`src/tcp_pkg.sv`:
```
package tcp_pkg;

    typedef logic [31:0] seq_num_t;
    typedef logic [15:0] port_t;
    typedef logic [31:0] ip_addr_t;
    typedef logic [7:0]  tcp_flags_t;
    typedef logic [15:0] window_t;
    typedef logic [31:0] word_t;

    // standard tcp flag bit positions
    localparam tcp_flags_t FLAG_FIN = 8'h01;
    localparam tcp_flags_t FLAG_SYN = 8'h02;
    localparam tcp_flags_t FLAG_RST = 8'h04;
    localparam tcp_flags_t FLAG_PSH = 8'h08;
    localparam tcp_flags_t FLAG_ACK = 8'h10;

    // 20-byte header, no options
    localparam int HDR_WORDS = 5;

    // local and remote endpoint
    typedef struct packed {
        ip_addr_t src_ip;
        ip_addr_t dst_ip;
        port_t    src_port;
        port_t    dst_port;
    } conn_cfg_t;

    // travels beside the tx word stream
    typedef struct packed {
        ip_addr_t    src_ip;
        ip_addr_t    dst_ip;
        logic [15:0] len;
    } ip_meta_t;

    typedef struct packed {
        tcp_flags_t flags;
    } tx_ctrl_t;

    typedef struct packed {
        tcp_flags_t flags;
        seq_num_t   seq;
        seq_num_t   ack;
    } rx_msg_t;

    typedef enum logic [1:0] {
        ST_CLOSED      = 2'd0,
        ST_SYN_SENT    = 2'd1,
        ST_ESTABLISHED = 2'd2,
        ST_FIN_WAIT    = 2'd3
    } tcp_state_t;

endpackage

```
`src/tcp_packet_generator.sv`:
```
`timescale 1ns/1ps

module tcp_packet_generator #(
    parameter tcp_pkg::window_t P_WINDOW = 16'hffff
) (
    input  logic                 i_clk,
    input  logic                 i_rst,

    input  tcp_pkg::conn_cfg_t   i_cfg,

    input  tcp_pkg::seq_num_t    i_seq_number,
    input  tcp_pkg::seq_num_t    i_ack_number,
    input  tcp_pkg::tcp_flags_t  i_flags,
    input  logic                 i_hdr_valid,

    output logic                 o_packet_done,

    output tcp_pkg::word_t       o_tx_data,
    output logic                 o_tx_valid,
    output logic                 o_tx_last,
    output tcp_pkg::ip_meta_t    o_tx_meta
);

    import tcp_pkg::*;

    localparam logic [2:0]  LAST_IDX    = 3'(HDR_WORDS - 1);
    localparam logic [3:0]  DATA_OFFSET = 4'(HDR_WORDS);
    localparam logic [15:0] SEG_LEN     = 16'(HDR_WORDS * 4);

    seq_num_t   seq_q;
    seq_num_t   ack_q;
    tcp_flags_t flags_q;
    logic [2:0] word_cnt;

    // latched per header
    always_ff @(posedge i_clk) begin
        if (i_hdr_valid) begin
            seq_q   <= i_seq_number;
            ack_q   <= ((i_flags & FLAG_ACK) != '0) ? i_ack_number : '0;
            flags_q <= i_flags;
        end
    end

    always_ff @(posedge i_clk) begin
        if (i_rst) begin
            o_tx_valid <= 1'b0;
            word_cnt   <= '0;
        end else if (i_hdr_valid) begin
            o_tx_valid <= 1'b1;
            word_cnt   <= '0;
        end else if (o_tx_valid) begin
            if (o_tx_last) begin
                o_tx_valid <= 1'b0;
                word_cnt   <= '0;
            end else begin
                word_cnt <= word_cnt + 3'd1;
            end
        end
    end

    assign o_tx_last     = o_tx_valid && (word_cnt == LAST_IDX);
    assign o_packet_done = o_tx_last;

    always_comb begin
        case (word_cnt)
            3'd0:    o_tx_data = {i_cfg.src_port, i_cfg.dst_port};
            3'd1:    o_tx_data = seq_q;
            3'd2:    o_tx_data = ack_q;
            3'd3:    o_tx_data = {DATA_OFFSET, 4'd0, flags_q, P_WINDOW};
            // urgent pointer and checksum left at zero
            default: o_tx_data = '0;
        endcase
    end

    assign o_tx_meta = '{src_ip: i_cfg.src_ip, dst_ip: i_cfg.dst_ip, len: SEG_LEN};

endmodule

```
`src/tcp_parser.sv`:
```
`timescale 1ns/1ps

module tcp_parser (
    input  logic                 i_clk,
    input  logic                 i_rst,

    input  tcp_pkg::conn_cfg_t   i_cfg,

    input  tcp_pkg::word_t       i_rx_data,
    input  logic                 i_rx_valid,
    input  logic                 i_rx_last,

    output tcp_pkg::seq_num_t    o_seq_number,
    output tcp_pkg::seq_num_t    o_ack_number,
    output tcp_pkg::tcp_flags_t  o_flags,
    output logic                 o_hdr_valid
);

    import tcp_pkg::*;

    localparam logic [2:0] LAST_IDX = 3'(HDR_WORDS - 1);

    logic [2:0] word_cnt;
    logic       port_ok;
    seq_num_t   seq_q;
    seq_num_t   ack_q;
    tcp_flags_t flags_q;

    // word count saturates so long segments never match
    always_ff @(posedge i_clk) begin
        if (i_rst) begin
            word_cnt    <= '0;
            o_hdr_valid <= 1'b0;
        end else begin
            o_hdr_valid <= 1'b0;
            if (i_rx_valid) begin
                if (i_rx_last) begin
                    word_cnt    <= '0;
                    o_hdr_valid <= (word_cnt == LAST_IDX) && port_ok;
                end else if (word_cnt != 3'd7) begin
                    word_cnt <= word_cnt + 3'd1;
                end
            end
        end
    end

    // peer src port is our remote and peer dst port is our local
    always_ff @(posedge i_clk) begin
        if (i_rx_valid) begin
            case (word_cnt)
                3'd0: port_ok <= (i_rx_data[31:16] == i_cfg.dst_port)
                              && (i_rx_data[15:0] == i_cfg.src_port);
                3'd1: seq_q   <= i_rx_data;
                3'd2: ack_q   <= i_rx_data;
                3'd3: flags_q <= i_rx_data[23:16];
                default: ;
            endcase
        end
    end

    assign o_seq_number = seq_q;
    assign o_ack_number = ack_q;
    assign o_flags      = flags_q;

endmodule

```
`src/tcp_rx_ctrl.sv`:
```
`timescale 1ns/1ps

module tcp_rx_ctrl (
    input  logic                 i_clk,
    input  logic                 i_rst,

    input  tcp_pkg::seq_num_t    i_seq_number,
    input  tcp_pkg::seq_num_t    i_ack_number,
    input  tcp_pkg::tcp_flags_t  i_flags,
    input  logic                 i_hdr_valid,

    output tcp_pkg::rx_msg_t     o_rx_msg,
    output logic                 o_rx_msg_valid,
    input  logic                 i_rx_msg_ack,

    output tcp_pkg::seq_num_t    o_ack_number
);

    import tcp_pkg::*;

    seq_num_t rcv_nxt;
    logic     slot_free;
    logic     accept;
    logic     consumes_seq;

    // slot frees in the same cycle it is acked
    assign slot_free    = !o_rx_msg_valid || i_rx_msg_ack;
    assign accept       = i_hdr_valid && slot_free;
    assign consumes_seq = (i_flags & (FLAG_SYN | FLAG_FIN)) != '0;

    always_ff @(posedge i_clk) begin
        if (i_rst) begin
            rcv_nxt        <= '0;
            o_rx_msg_valid <= 1'b0;
        end else begin
            if (o_rx_msg_valid && i_rx_msg_ack) begin
                o_rx_msg_valid <= 1'b0;
            end
            if (accept) begin
                o_rx_msg_valid <= 1'b1;
                rcv_nxt        <= consumes_seq ? i_seq_number + 32'd1 : i_seq_number;
            end
        end
    end

    always_ff @(posedge i_clk) begin
        if (accept) begin
            o_rx_msg <= '{flags: i_flags, seq: i_seq_number, ack: i_ack_number};
        end
    end

    // feeds the ack field of outgoing headers
    assign o_ack_number = rcv_nxt;

endmodule

```
`src/tcp_state_manager.sv`:
```
`timescale 1ns/1ps

module tcp_state_manager #(
    parameter tcp_pkg::seq_num_t P_ISS = 32'h0000_1000
) (
    input  logic                 i_clk,
    input  logic                 i_rst,

    input  logic                 i_enable,
    input  logic                 i_open,
    input  logic                 i_close,

    output tcp_pkg::tx_ctrl_t    o_tx_ctrl,
    output logic                 o_tx_ctrl_valid,
    input  logic                 i_tx_ctrl_ack,

    input  tcp_pkg::rx_msg_t     i_rx_msg,
    input  logic                 i_rx_msg_valid,
    output logic                 o_rx_msg_ack,

    output tcp_pkg::tcp_state_t  o_state
);

    import tcp_pkg::*;

    // peer must acknowledge our SYN, then our FIN
    localparam seq_num_t SYN_ACK_EXP = P_ISS + 32'd1;
    localparam seq_num_t FIN_ACK_EXP = P_ISS + 32'd2;

    localparam tcp_flags_t SYN_ACK = FLAG_SYN | FLAG_ACK;
    localparam tcp_flags_t FIN_ACK = FLAG_FIN | FLAG_ACK;

    logic msg_take;
    logic msg_rst;
    logic synack_ok;
    logic finack_ok;

    // a message is only consumed with no request outstanding
    assign msg_take     = i_rx_msg_valid && !o_tx_ctrl_valid;
    assign o_rx_msg_ack = msg_take;

    assign msg_rst   = (i_rx_msg.flags & FLAG_RST) != '0;
    assign synack_ok = ((i_rx_msg.flags & SYN_ACK) == SYN_ACK) && (i_rx_msg.ack == SYN_ACK_EXP);
    assign finack_ok = ((i_rx_msg.flags & FIN_ACK) == FIN_ACK) && (i_rx_msg.ack == FIN_ACK_EXP);

    always_ff @(posedge i_clk) begin
        if (i_rst) begin
            o_state         <= ST_CLOSED;
            o_tx_ctrl_valid <= 1'b0;
            o_tx_ctrl       <= '0;
        end else begin
            if (o_tx_ctrl_valid && i_tx_ctrl_ack) begin
                o_tx_ctrl_valid <= 1'b0;
            end

            if (!i_enable) begin
                // abort drops any pending open
                o_state <= ST_CLOSED;
            end else if (msg_take && msg_rst) begin
                o_state <= ST_CLOSED;
            end else if (!o_tx_ctrl_valid) begin
                case (o_state)
                    ST_CLOSED: begin
                        if (i_open) begin
                            o_tx_ctrl.flags <= FLAG_SYN;
                            o_tx_ctrl_valid <= 1'b1;
                            o_state         <= ST_SYN_SENT;
                        end
                    end
                    ST_SYN_SENT: begin
                        if (i_rx_msg_valid && synack_ok) begin
                            o_tx_ctrl.flags <= FLAG_ACK;
                            o_tx_ctrl_valid <= 1'b1;
                            o_state         <= ST_ESTABLISHED;
                        end
                    end
                    ST_ESTABLISHED: begin
                        if (i_close) begin
                            o_tx_ctrl.flags <= FIN_ACK;
                            o_tx_ctrl_valid <= 1'b1;
                            o_state         <= ST_FIN_WAIT;
                        end
                    end
                    ST_FIN_WAIT: begin
                        // no TIME_WAIT so straight back to closed
                        if (i_rx_msg_valid && finack_ok) begin
                            o_tx_ctrl.flags <= FLAG_ACK;
                            o_tx_ctrl_valid <= 1'b1;
                            o_state         <= ST_CLOSED;
                        end
                    end
                endcase
            end
        end
    end

endmodule

```
`src/tcp_stream.sv`:
```
`timescale 1ns/1ps

module tcp_stream #(
    parameter tcp_pkg::seq_num_t P_ISS    = 32'h0000_1000,
    parameter tcp_pkg::window_t  P_WINDOW = 16'hffff
) (
    input  logic                 i_clk,
    input  logic                 i_rst,

    input  logic                 i_enable,
    input  logic                 i_open,
    input  logic                 i_close,
    input  tcp_pkg::conn_cfg_t   i_cfg,
    output tcp_pkg::tcp_state_t  o_state,

    output tcp_pkg::word_t       o_tx_data,
    output logic                 o_tx_valid,
    output logic                 o_tx_last,
    output tcp_pkg::ip_meta_t    o_tx_meta,

    input  tcp_pkg::word_t       i_rx_data,
    input  logic                 i_rx_valid,
    input  logic                 i_rx_last
);

    import tcp_pkg::*;

    tx_ctrl_t   tx_ctrl;
    logic       tx_ctrl_valid;
    logic       tx_ctrl_ack;

    rx_msg_t    rx_msg;
    logic       rx_msg_valid;
    logic       rx_msg_ack;

    seq_num_t   w_tx_seq_number;
    seq_num_t   w_tx_ack_number;
    tcp_flags_t w_tx_flags;
    logic       w_tx_hdr_valid;
    logic       w_tx_packet_done;

    seq_num_t   w_rx_seq_number;
    seq_num_t   w_rx_ack_number;
    tcp_flags_t w_rx_flags;
    logic       w_rx_hdr_valid;

    tcp_state_manager #(
        .P_ISS                  (P_ISS)
    ) u_tcp_state_manager (
        .i_clk                  (i_clk),
        .i_rst                  (i_rst),
        .i_enable               (i_enable),
        .i_open                 (i_open),
        .i_close                (i_close),
        .o_tx_ctrl              (tx_ctrl),
        .o_tx_ctrl_valid        (tx_ctrl_valid),
        .i_tx_ctrl_ack          (tx_ctrl_ack),
        .i_rx_msg               (rx_msg),
        .i_rx_msg_valid         (rx_msg_valid),
        .o_rx_msg_ack           (rx_msg_ack),
        .o_state                (o_state)
    );

    tcp_tx_ctrl #(
        .P_ISS                  (P_ISS)
    ) u_tcp_tx_ctrl (
        .i_clk                  (i_clk),
        .i_rst                  (i_rst),
        .i_tx_ctrl              (tx_ctrl),
        .i_tx_ctrl_valid        (tx_ctrl_valid),
        .o_tx_ctrl_ack          (tx_ctrl_ack),
        .o_seq_number           (w_tx_seq_number),
        .o_flags                (w_tx_flags),
        .o_hdr_valid            (w_tx_hdr_valid),
        .i_packet_done          (w_tx_packet_done)
    );

    tcp_packet_generator #(
        .P_WINDOW               (P_WINDOW)
    ) u_tcp_packet_generator (
        .i_clk                  (i_clk),
        .i_rst                  (i_rst),
        .i_cfg                  (i_cfg),
        .i_seq_number           (w_tx_seq_number),
        .i_ack_number           (w_tx_ack_number),
        .i_flags                (w_tx_flags),
        .i_hdr_valid            (w_tx_hdr_valid),
        .o_packet_done          (w_tx_packet_done),
        .o_tx_data              (o_tx_data),
        .o_tx_valid             (o_tx_valid),
        .o_tx_last              (o_tx_last),
        .o_tx_meta              (o_tx_meta)
    );

    tcp_parser u_tcp_parser (
        .i_clk                  (i_clk),
        .i_rst                  (i_rst),
        .i_cfg                  (i_cfg),
        .i_rx_data              (i_rx_data),
        .i_rx_valid             (i_rx_valid),
        .i_rx_last              (i_rx_last),
        .o_seq_number           (w_rx_seq_number),
        .o_ack_number           (w_rx_ack_number),
        .o_flags                (w_rx_flags),
        .o_hdr_valid            (w_rx_hdr_valid)
    );

    tcp_rx_ctrl u_tcp_rx_ctrl (
        .i_clk                  (i_clk),
        .i_rst                  (i_rst),
        .i_seq_number           (w_rx_seq_number),
        .i_ack_number           (w_rx_ack_number),
        .i_flags                (w_rx_flags),
        .i_hdr_valid            (w_rx_hdr_valid),
        .o_rx_msg               (rx_msg),
        .o_rx_msg_valid         (rx_msg_valid),
        .i_rx_msg_ack           (rx_msg_ack),
        .o_ack_number           (w_tx_ack_number)
    );

endmodule

```
`src/tcp_tx_ctrl.sv`:
```
`timescale 1ns/1ps

module tcp_tx_ctrl #(
    parameter tcp_pkg::seq_num_t P_ISS = 32'h0000_1000
) (
    input  logic                 i_clk,
    input  logic                 i_rst,

    input  tcp_pkg::tx_ctrl_t    i_tx_ctrl,
    input  logic                 i_tx_ctrl_valid,
    output logic                 o_tx_ctrl_ack,

    output tcp_pkg::seq_num_t    o_seq_number,
    output tcp_pkg::tcp_flags_t  o_flags,
    output logic                 o_hdr_valid,

    input  logic                 i_packet_done
);

    import tcp_pkg::*;

    seq_num_t snd_nxt;
    logic     busy;
    logic     take;
    logic     consumes_seq;

    assign take         = i_tx_ctrl_valid && !busy;
    // SYN and FIN each occupy one sequence number
    assign consumes_seq = (i_tx_ctrl.flags & (FLAG_SYN | FLAG_FIN)) != '0;

    always_ff @(posedge i_clk) begin
        if (i_rst) begin
            snd_nxt       <= P_ISS;
            busy          <= 1'b0;
            o_tx_ctrl_ack <= 1'b0;
            o_hdr_valid   <= 1'b0;
        end else begin
            o_tx_ctrl_ack <= take;
            o_hdr_valid   <= take;
            if (take) begin
                busy <= 1'b1;
                if (consumes_seq) begin
                    snd_nxt <= snd_nxt + 32'd1;
                end
            end else if (i_packet_done) begin
                busy <= 1'b0;
            end
        end
    end

    // header fields for the generator
    always_ff @(posedge i_clk) begin
        if (take) begin
            o_seq_number <= snd_nxt;
            o_flags      <= i_tx_ctrl.flags;
        end
    end

endmodule
```
`config.mk`:
```
export PLATFORM = sky130hd
export DESIGN_NAME = tcp_stream
export DESIGN_NICKNAME = d
export VERILOG_FILES = /design/src/tcp_pkg.sv /design/src/tcp_packet_generator.sv /design/src/tcp_parser.sv /design/src/tcp_rx_ctrl.sv /design/src/tcp_state_manager.sv /design/src/tcp_stream.sv /design/src/tcp_tx_ctrl.sv
export SDC_FILE = /design/constraint.sdc
export NUM_CORES = 1
export LEC_CHECK = 0
export ABC_AREA = 1
export BUFFER_PORTS_ARGS = -buffer_cell sky130_fd_sc_hd__buf_2
export CAP_MARGIN = 20
export CORE_AREA = 2 2 165 167
export DETAILED_ROUTE_END_ITERATION = 10
export DIE_AREA = 0 0 167 169
export PLACE_DENSITY_LB_ADDON = 0.15
export SLEW_MARGIN = 10
export SYNTH_ARGS = -nofsm -noshare
export SYNTH_HDL_FRONTEND = slang
export SYNTH_SLANG_ARGS = --single-unit
```
`constraint.sdc`:
```
create_clock -name i_clk -period 2.8 [get_ports i_clk]
set_clock_uncertainty 0.15 [all_clocks]
set_input_delay 0.84 -clock i_clk [delete_from_list [all_inputs] [get_ports i_clk]]
set_output_delay 0.84 -clock i_clk [all_outputs]
set_load 0.03 [all_outputs]
```
==> results of run 1 <==
routing by layer:
layer  track usage, %  up-vias  share of wire (%)
li1                 -     4442                  -
met1             28.2     4311                 41
met2             41.0      204                 52
met3             3.04       62                4.4
met4             6.86        0                2.7
met5                0        -                  0
registers in the layout (all words and copies together), names as in the netlist, 4 cells and up:
| signal | flops |
|---|---|
| u_tcp_parser.o_seq_number | 32 |
| u_tcp_packet_generator.ack_q | 32 |
| u_tcp_parser.o_flags | 4 |
| u_tcp_parser.o_ack_number | 32 |
| u_tcp_packet_generator.seq_q | 32 |
| u_tcp_tx_ctrl.o_seq_number | 32 |
| u_tcp_rx_ctrl.o_rx_msg | 36 |
| u_tcp_rx_ctrl.o_ack_number | 32 |
| u_tcp_tx_ctrl.snd_nxt | 32 |
placed cells by master (no fill, tap or decap), types with 4 or more instances in the layout:
cell | netlist | routed
a21oi_1 | 47 | 47
a41oi_2 | 0 | 21
buf_12 | 0 | 6
buf_2 | 0 | 74
buf_4 | 81 | 21
buf_6 | 0 | 33
buf_8 | 0 | 4
clkbuf_1 | 25 | 13
clkbuf_16 | 0 | 29
clkinv_1 | 2 | 4
conb_1 | 2 | 16
dfxtp_1 | 81 | 78
edfxtp_1 | 207 | 207
ha_1 | 17 | 14
inv_1 | 156 | 149
inv_2 | 1 | 5
nand2_1 | 302 | 266
nand2_2 | 3 | 30
nand2_4 | 3 | 12
nand3_1 | 49 | 40
nand3_2 | 0 | 9
nand4_1 | 23 | 23
nor2_1 | 135 | 132
nor2_2 | 2 | 4
nor2_4 | 5 | 6
nor3_1 | 23 | 23
nor4_1 | 5 | 5
o211ai_1 | 8 | 8
o21ai_0 | 44 | 44
or2_2 | 5 | 5
xnor2_1 | 25 | 25
xor2_1 | 30 | 30
through the flow:
| step | setup TNS (ns) | util (%) | hold slack (ns) | std cells | worst slack, ns |
|---|---|---|---|---|---|
| 6_report | -3.58 | 57.5 | 0.268 | 1763 | -0.149 |
| 5_1_grt | -5.89 | 57.5 | 0.273 | 1763 | -0.227 |
| 4_1_cts | -3.12 | 57.1 | 0.266 | 1762 | -0.113 |
| 3_5_place_dp | 0 | 51.2 | 0.255 | 1699 | 0.0910 |
| 3_3_place_gp | 0 | 51.2 | 0.250 | 1699 | 0.0916 |
| 2_1_floorplan | -2.67 | - | 0.250 | 1338 | -0.0417 |
kinds of logic after synthesis:
logic type,count (synthesis)
xor gates and xnor gates,55
DFF,288
adders and majority gates,17
AOI/OAI and AO/OA,127
other,2
buffers and inverters,268
and+or+nand+nor,567
layout make-up:
cell class / count / area, sq um / area share, %
antenna: 1 / 2.50 / 0.0164
clock buffer: 42 / 774 / 5.08
clock inverter: 11 / 110 / 0.723
inverter: 159 / 614 / 4.03
multi-input combinational: 782 / 4360 / 28.6
sequential: 288 / 7840 / 51.5
tap: 341 / 427 / 2.80
timing repair buffer: 139 / 1110 / 7.27
where the power goes:
| part | switching [mW] | internal (mW) |
|---|---|---|
| clock network | 1.54 | 2.10 |
| logic | 0.547 | 0.307 |
| registers | 0.0716 | 4.69 |
| total | 2.15 | 7.10 |
how the worst max path moves through the flow:
| stage | slack (ns) | cells past startpoint | end |
|---|---|---|---|
| 2_1_floorplan | -0.04 | 2 | u_tcp_parser.o_seq_number[0] |
| 3_3_place_gp | 0.09 | 4 | o_tx_data[28] |
| 3_5_place_dp | 0.09 | 8 | o_tx_data[2] |
| 4_1_cts | -0.11 | 9 | o_tx_data[9] |
| 5_1_grt | -0.23 | 10 | o_tx_data[29] |
| 6_report | -0.15 | 10 | o_tx_data[29] |
repair_timing:
action	4_1_cts	5_1_grt
setup endpoints to repair	33	33
resized for setup	145	39
pin swaps	28	7
gates cloned	4	0
buffers inserted	6	1
==> flow_summary.ini, run 1 <==
[power_and_ir_drop]
cellLeakagePower_nw = 6.01
vdd_drop_max_mv = 0.439
power_mw = 9.25
power_density_nw_per_um2 = 607

[clocking]
cts_tree = done
htreeDepth = 1
cts_buffers = 29
clock_sinks = 288
path_clk_slew_ns = 0.06
ctsHoldBuffers = 0
clk_path_buf_depth = 3
clock_latency_ns = 0.54
clockRootBuffer = clkbuf_16

[run_status]
violations = negative setup slack
status = complete, but fails checks

[layout]
n_fill_cell = 2282
final_cell_area_sq_um = 15200
area_delta_synth_final_pct = 16.5
nNetsFinal = 1551
drive_above_1_share_pct = 20.1

[floorplanning]
rows = 60
die_h_um = 169
fp.coreArea_sq_um = 26500
fp.dieArea_sq_um = 28200
ios = 251
die_w_um = 167
start_util_pct = 49.3

[global_routing]
overflow = 0
grt.total_usage_pct = 22.6
grt_pass1_wl_mm = 49.2
grt_pass1_vias = 8694
grt_max_degree = 49
antenna_found_initial = 1

[setup_path]
startpoint_type = register
regToRegSetupSlack_ns = 0.76
reg2reg_from = u_tcp_parser.o_seq_number[14]
regToRegEndpoint = u_tcp_rx_ctrl.o_ack_number[19]
crit_arrival_ns = 1.96
crit_start = u_tcp_packet_generator.word_cnt[1]
path_class = register to output pin
endpoint_kind = output pin
cpMostUsedCell = buf_12
max_stage_delay_ns = 0.34
path_cells = inv_2, ha_4, inv_4, nor2_4, buf_12, buf_12, buf_12, nand2_4, nand3_2, buf_6
cp_top_family = buffers and inverters
r2r_cells = 8
cp.required_ns = 1.81
critPathSlowestCell = dfxtp_2
path_buf_inv = 6
crit_path_max_fanout = 8

[min_path]
hold_end = u_tcp_rx_ctrl.o_rx_msg[2]
hp-class = register to register
min_from = u_tcp_parser.o_ack_number[2]
whs_path_depth = 0

[sta]
fmax_mhz = 339
min_period_over_period_pct = 105
worst_slack_ns = -0.149
hold_viol_final = 0
setup_viol = 32
rsz0062_at_grt = yes
period_minus_slack_ns = 2.95
maxSlewHeadroom_pct = 52.5
finalMaxSlewViolations = 0
worstMarginPinSlew_ns = 0.713

[yosys]
async_flop_share_pct = 0
synth_top_family_by_area = simple AND/OR/NAND/NOR gates
netlist_area_sq_um = 13100
synth_common_cells = 302 x nand2_1, 207 x edfxtp_1, 156 x inv_1
yosysTopAreaCell = edfxtp_1
ys_ff_latch = 288
yosysSeqAreaShare_pct = 59.9
synthDistinctLibCells = 39
synth-xor-area-share_pct = 3.68
synthCells = 1324
synth_edf_count = 207
synthAdderAreaFrac_pct = 1.63
yosys-top-cells-area = edfxtp_1 48%, dfxtp_1 12%, nand2_1 8.7%
ys.flop_type = edfxtp_1
yosysMostFrequentCell = nand2_1
avgSynthCellArea_sq_um = 9.87
synthMuxAreaShare_pct = 0
yosys.area_share.simple_pct = 18.9
synth_warnings = 0
synth-compound-area-share_pct = 5.76
synth_top_area_share_pct = 47.5

[placement]
portBuffers = 106
place_area_sq_um = 13600
gp_congestion = 0.928
dp_hpwl_mm = 23.8

[drt]
postRouteAntennaNets = 0
vias_per_cell = 5.12
wirelength_mm = 32.6
initialDrtViolationCount = 600
detail_route.first_pass.iterations = 5
routedWlPerCell_um = 18.5
vias = 9019
drc = 0

[flow_run]
maxCapViolCount = 0
(Power assumes the default switching activity.)
==> run 2, diff against run 1 <==
Settings changed: GPL_TIMING_DRIVEN set to 0.
==> run 2 against run 1 <==
- the run still ends with negative setup slack left
- die area stayed put
- worst setup slack worse by 0.045 ns
- sequential power hardly changed
- power is 8.1% higher
- design area is 8.8% higher
- sequential share of layout area is 4.1 points lower
- via count is 7.7% higher
- utilization is 5.1 points higher
- clock power is 13% higher
- clock-buffer cell count is 4 lower
- first-iteration DRC count is 6.2% higher
- register-to-register slack worse by 0.40 ns
==> flow_summary.ini, run 2 (synthesized netlist as in run 1, its figures left out) <==
[floorplanning]
fp.coreArea_sq_um = 26500
fp.dieArea_sq_um = 28200
ios = 251
rows = 60
die_h_um = 169
die_w_um = 167
start_util_pct = 49.3

[setup_path]
regToRegEndpoint = u_tcp_tx_ctrl.snd_nxt[21]
regToRegSetupSlack_ns = 0.36
r2r_cells = 9
reg2reg_from = u_tcp_state_manager.o_tx_ctrl_valid
startpoint_type = register
crit_arrival_ns = 2.00
crit_path_max_fanout = 6
crit_start = u_tcp_packet_generator.word_cnt[0]
path_class = register to output pin
endpoint = o_tx_data[28]
endpoint_kind = output pin
cp.required_ns = 1.81

[layout]
area_delta_synth_final_pct = 26.8
largest_reg_flops = 36
nNetsFinal = 1715
largest-register = u_tcp_rx_ctrl.o_rx_msg
drive_above_1_share_pct = 28.2
final_cell_mix = 264 x nand2_1, 207 x edfxtp_1, 149 x inv_1
stdcell_count = 1929
final_common_cell = nand2_1

[drt]
drc = 0
wirelength_mm = 34.0
detail_route.first_pass.iterations = 5
initialDrtViolationCount = 637
vias = 9715
routedWlPerCell_um = 17.6
vias_per_cell = 5.04
postRouteAntennaNets = 0

[sta]
finalMaxSlewViolations = 0
worstMarginPinSlew_ns = 0.736
hold_viol_final = 0
min_period_over_period_pct = 107
rsz0062_at_grt = yes
fmax_mhz = 334
maxSlewHeadroom_pct = 50.9
worst_slack_ns = -0.193
setup_viol = 32
period_minus_slack_ns = 2.99

[clocking]
htreeDepth = 1
clock_latency_ns = 0.55
clockRootBuffer = clkbuf_16
clk_path_buf_depth = 3
cts_buffers = 30
clock_sinks = 288
ctsHoldBuffers = 0
cts_tree = done
path_clk_slew_ns = 0.06

[global_routing]
grt_pass1_wl_mm = 51.5
grt_pass1_vias = 9310
antenna_found_initial = 1
overflow = 0
grt_max_degree = 39
grt.total_usage_pct = 23.6

[power_and_ir_drop]
power_mw = 10.0
vdd_drop_max_mv = 0.473
cellLeakagePower_nw = 6.84
power_density_nw_per_um2 = 603

[placement]
pre_cts_ws_ns = -0.604
portBuffers = 169
dpl.cell_count = 1852
dp_hpwl_mm = 25.6
gp_congestion = 0.901

[flow_run]
maxCapViolCount = 0

[run_status]
violations = negative setup slack
status = complete, but fails checks

[min_path]
hp-class = register to register
run 2: through the flow:
stage | hold slack [ns] | utilization (%) | area (sq um) | TNS [ns]
after floorplan | 0.250 | - | 13100 | -2.67
after global placement | 0.250 | 54.3 | 14400 | -100.0
after detailed placement | 0.255 | 54.8 | 14500 | -7.86
after CTS | 0.261 | 61.9 | 16400 | -4.20
after global routing | 0.269 | 62.6 | 16600 | -5.79
final | 0.261 | 62.6 | 16600 | -3.88
run 2: layout make-up:
| type | instances | area [sq um] |
|---|---|---|
| sequential | 288 | 7850 |
| inverter | 159 | 622 |
| buffer | 109 | 855 |
| tap | 341 | 427 |
| clock buffer | 38 | 855 |
| timing repair buffer | 193 | 1350 |
| multi-input combinational | 782 | 4440 |
| fill | 2140 | 9920 |
| antenna | 1 | 2.50 |
| clock inverter | 18 | 185 |
run 2: timing repair:
action	CTS	global route
cloned	5	0
hold endpoints to repair	0	0
setup endpoints to repair	33	33
pin swaps	18	22
gates resized for setup	181	45
buffers inserted	9	8
run 2: worst min-delay path by stage:
stage	depth (start not counted)	to	start	slack, ns
floorplan	0	u_tcp_packet_generator.flags_q[0]	u_tcp_tx_ctrl.o_flags[0]	0.25
global placement	0	u_tcp_rx_ctrl.o_rx_msg[16]	u_tcp_parser.o_ack_number[16]	0.25
detailed placement	0	u_tcp_packet_generator.flags_q[0]	u_tcp_tx_ctrl.o_flags[0]	0.25
CTS	0	u_tcp_packet_generator.flags_q[0]	u_tcp_tx_ctrl.o_flags[0]	0.26
global route	0	u_tcp_rx_ctrl.o_rx_msg[25]	u_tcp_parser.o_ack_number[25]	0.27
finish	0	u_tcp_packet_generator.flags_q[0]	u_tcp_tx_ctrl.o_flags[0]	0.26
run 2: per-layer routing:
| layer | GRT usage, % | vias to the layer above | share of wire [%] |
|---|---|---|---|
| li1 | - | 4753 | - |
| met3 | 3.27 | 73 | 4.3 |
| met4 | 8.43 | 0 | 3.5 |
| met5 | 0 | - | 0 |
| met2 | 43.1 | 254 | 52 |
| met1 | 28.6 | 4635 | 40 |
run 2: worst max-delay path, cell delays in order, from the launching register on:
cell and delay (ns):
dfxtp_4 0.37, inv_4 0.07, ha_4 0.14, inv_4 0.04, nor2_4 0.09, buf_12 0.14
buf_8 0.13, nand2_4 0.06, a41oi_4 0.26, buf_6 0.17
run 2: power breakdown:
group          internal (mW)  switching [mW]
clock                   2.45            1.67
combinational          0.433           0.678
sequential              4.69          0.0813
total                   7.57            2.43
==> run 3, diff against run 2 <==
Settings changed: CELL_PAD_IN_SITES_DETAIL_PLACEMENT set to 0, CELL_PAD_IN_SITES_GLOBAL_PLACEMENT set to 1, CORE_AREA 2 2 165 167 to 2 2 187 189, DIE_AREA 0 0 167 169 to 0 0 189 191.
==> run 3 against run 2 <==
- design area is 1.4% higher
- die area is 28% higher
- the flow still finishes with violations (negative setup slack)
- highest routed layer unchanged
- first-iteration DRC count is 14% lower
- critical path type unchanged
- largest power group unchanged
- clock-buffer cell count is 5 higher
- routed wire length is 8.6% higher
- via count is 2.0% lower
- worst hold slack better by 0.0040 ns
==> flow_summary.ini, run 3 (synthesized netlist as in run 1, its figures left out) <==
[setup_path]
reg2reg_from = u_tcp_state_manager.o_tx_ctrl_valid
crit_arrival_ns = 1.99
regToRegEndpoint = u_tcp_tx_ctrl.snd_nxt[18]
critPathSlowestCell = dfxtp_4
r2r_cells = 9
max_stage_delay_ns = 0.39
startpoint_type = register
crit_path_max_fanout = 5
path_class = register to output pin
regToRegSetupSlack_ns = 0.32
cp.required_ns = 1.81
endpoint_kind = output pin
path_cells = buf_12, ha_4, nand2_4, inv_8, clkbuf_16, nand2_1, a41oi_4, buf_6

[clocking]
ctsHoldBuffers = 0
clock_sinks = 288
htreeDepth = 1
clockRootBuffer = clkbuf_16
clk_path_buf_depth = 3
clock_latency_ns = 0.55
path_clk_slew_ns = 0.07
cts_buffers = 31
cts_tree = done

[placement]
gp_congestion = 0.897
dp_hpwl_mm = 27.9
portBuffers = 169
pre_cts_ws_ns = -0.501

[layout]
final_common_cell = nand2_1
largest_reg_flops = 36
diodes = 0
largest-register = u_tcp_rx_ctrl.o_rx_msg
final_core_util_pct = 49.3
area_delta_synth_final_pct = 28.5
drive_above_1_share_pct = 29.0
nNetsFinal = 1715
final_cell_mix = 248 x nand2_1, 207 x edfxtp_1, 149 x inv_1

[sta]
hold_viol_final = 0
worstMarginPinSlew_ns = 0.808
fmax_mhz = 335
worst_slack_ns = -0.183
finalMaxSlewViolations = 0
period_minus_slack_ns = 2.98
setup_viol = 32
maxSlewHeadroom_pct = 46.1
fin_tns_setup_ns = -3.70
rsz0062_at_grt = yes
min_period_over_period_pct = 107

[power_and_ir_drop]
power_mw = 9.88
power_density_nw_per_um2 = 588
vdd_drop_max_mv = 0.435
p_sw_mw = 2.43
sequentialPowerShare_pct = 48.4
combPwrFrac_pct = 11.3
p_int_mw = 7.45
p_clk_share_pct = 40.3
switching_share_pct = 24.6
cellLeakagePower_nw = 6.83

[min_path]
min_from = u_tcp_parser.o_flags[4]
whs_path_depth = 0
hp-class = register to register
hold_end = u_tcp_rx_ctrl.o_rx_msg[68]

[floorplanning]
rows = 68
fp.dieArea_sq_um = 36100
start_util_pct = 38.3
die_h_um = 191
fp.coreArea_sq_um = 34100
die_w_um = 189
ios = 251

[global_routing]
antenna_found_initial = 0
grt_pass1_vias = 9356
overflow = 0
grt_pass1_wl_mm = 55.0
grt_max_degree = 38
grt.total_usage_pct = 20.1

[drt]
wirelength_mm = 36.9
detail_route.first_pass.iterations = 5
initialDrtViolationCount = 546
vias_per_cell = 4.66
postRouteAntennaNets = 0
routedWlPerCell_um = 18.1
vias = 9519
drc = 0

[run_status]
status = complete, but fails checks
violations = negative setup slack

[flow_run]
maxCapViolCount = 0
-- run 3: cell count changes in the layout (fill, tap and decap cells not counted), moves of 2 or more --
cell	before	now
nand2_2	30	47
clkinvlp_4	4	2
clkinv_2	3	6
buf_4	95	89
a41oi_4	2	6
clkbuf_1	17	21
buf_8	6	10
nand2_1	264	248
a41oi_2	19	15
clkinv_4	5	2
buf_6	32	35
-- run 3: how the worst max path moves through the flow --
stage / end / start
global placement: u_tcp_parser.o_ack_number[12] / i_rx_valid
detailed placement: o_tx_data[15] / u_tcp_packet_generator.word_cnt[0]
CTS: o_tx_data[31] / u_tcp_packet_generator.word_cnt[0]
finish: o_tx_data[15] / u_tcp_packet_generator.word_cnt[1]
global route: o_tx_data[15] / u_tcp_packet_generator.word_cnt[1]
floorplan: u_tcp_parser.o_seq_number[0] / i_rx_valid
-- run 3: worst max-delay path, delay by kind of cell (launching register included) --
family	cells	cell delay [ns]
adders and majority gates	1	0.12
buffers and inverters	4	0.52
and+or+nand+nor	2	0.14
AOI/OAI and AO/OA	1	0.26
DFF	1	0.39
-- run 3: stage by stage --
stage	std cells	cell area, sq um	hold slack (ns)
after global routing	2042	16800	0.268
after global placement	1962	14500	0.251
after CTS	2037	16500	0.268
after floorplan	1338	13100	0.250
after detailed placement	1966	14700	0.255
final	2042	16800	0.265
-- run 3: power by group through the flow --
stage                     sequential, mW  combinational (mW)  clock [mW]
after CTS                           4.78                1.09        4.05
final                               4.78                1.12        3.98
after floorplan                     4.85               0.601           0
after global placement              4.88               0.904           0
after detailed placement            4.87               0.936           0
after global routing                4.79                1.20        4.23
-- run 3: layout make-up --
type                       count  area, sq um
fill                        3173        17300
sequential                   288         7850
multi-input combinational    782         4520
timing repair buffer         192         1390
clock buffer                  43          861
buffer                       109          858
inverter                     159          637
tap                          455          569
clock inverter                14          125
-- run 3: metal layers --
layer	GRT usage [%]	vias up	wire [um]	part of all wire, %
met3	3.08	65	1400	3.8
met5	0	-	0	0
met1	24.3	4498	15100	41
met4	7.06	0	1330	3.6
met2	36.5	203	19100	52
li1	-	4753	-	-
-- run 3: timing repair --
action	4_1_cts	5_1_grt
buffers inserted	8	4
gates cloned	6	2
endpoints found under the hold margin	0	0
gates resized for setup	187	68
pin swaps	30	16
setup endpoints to repair	33	33
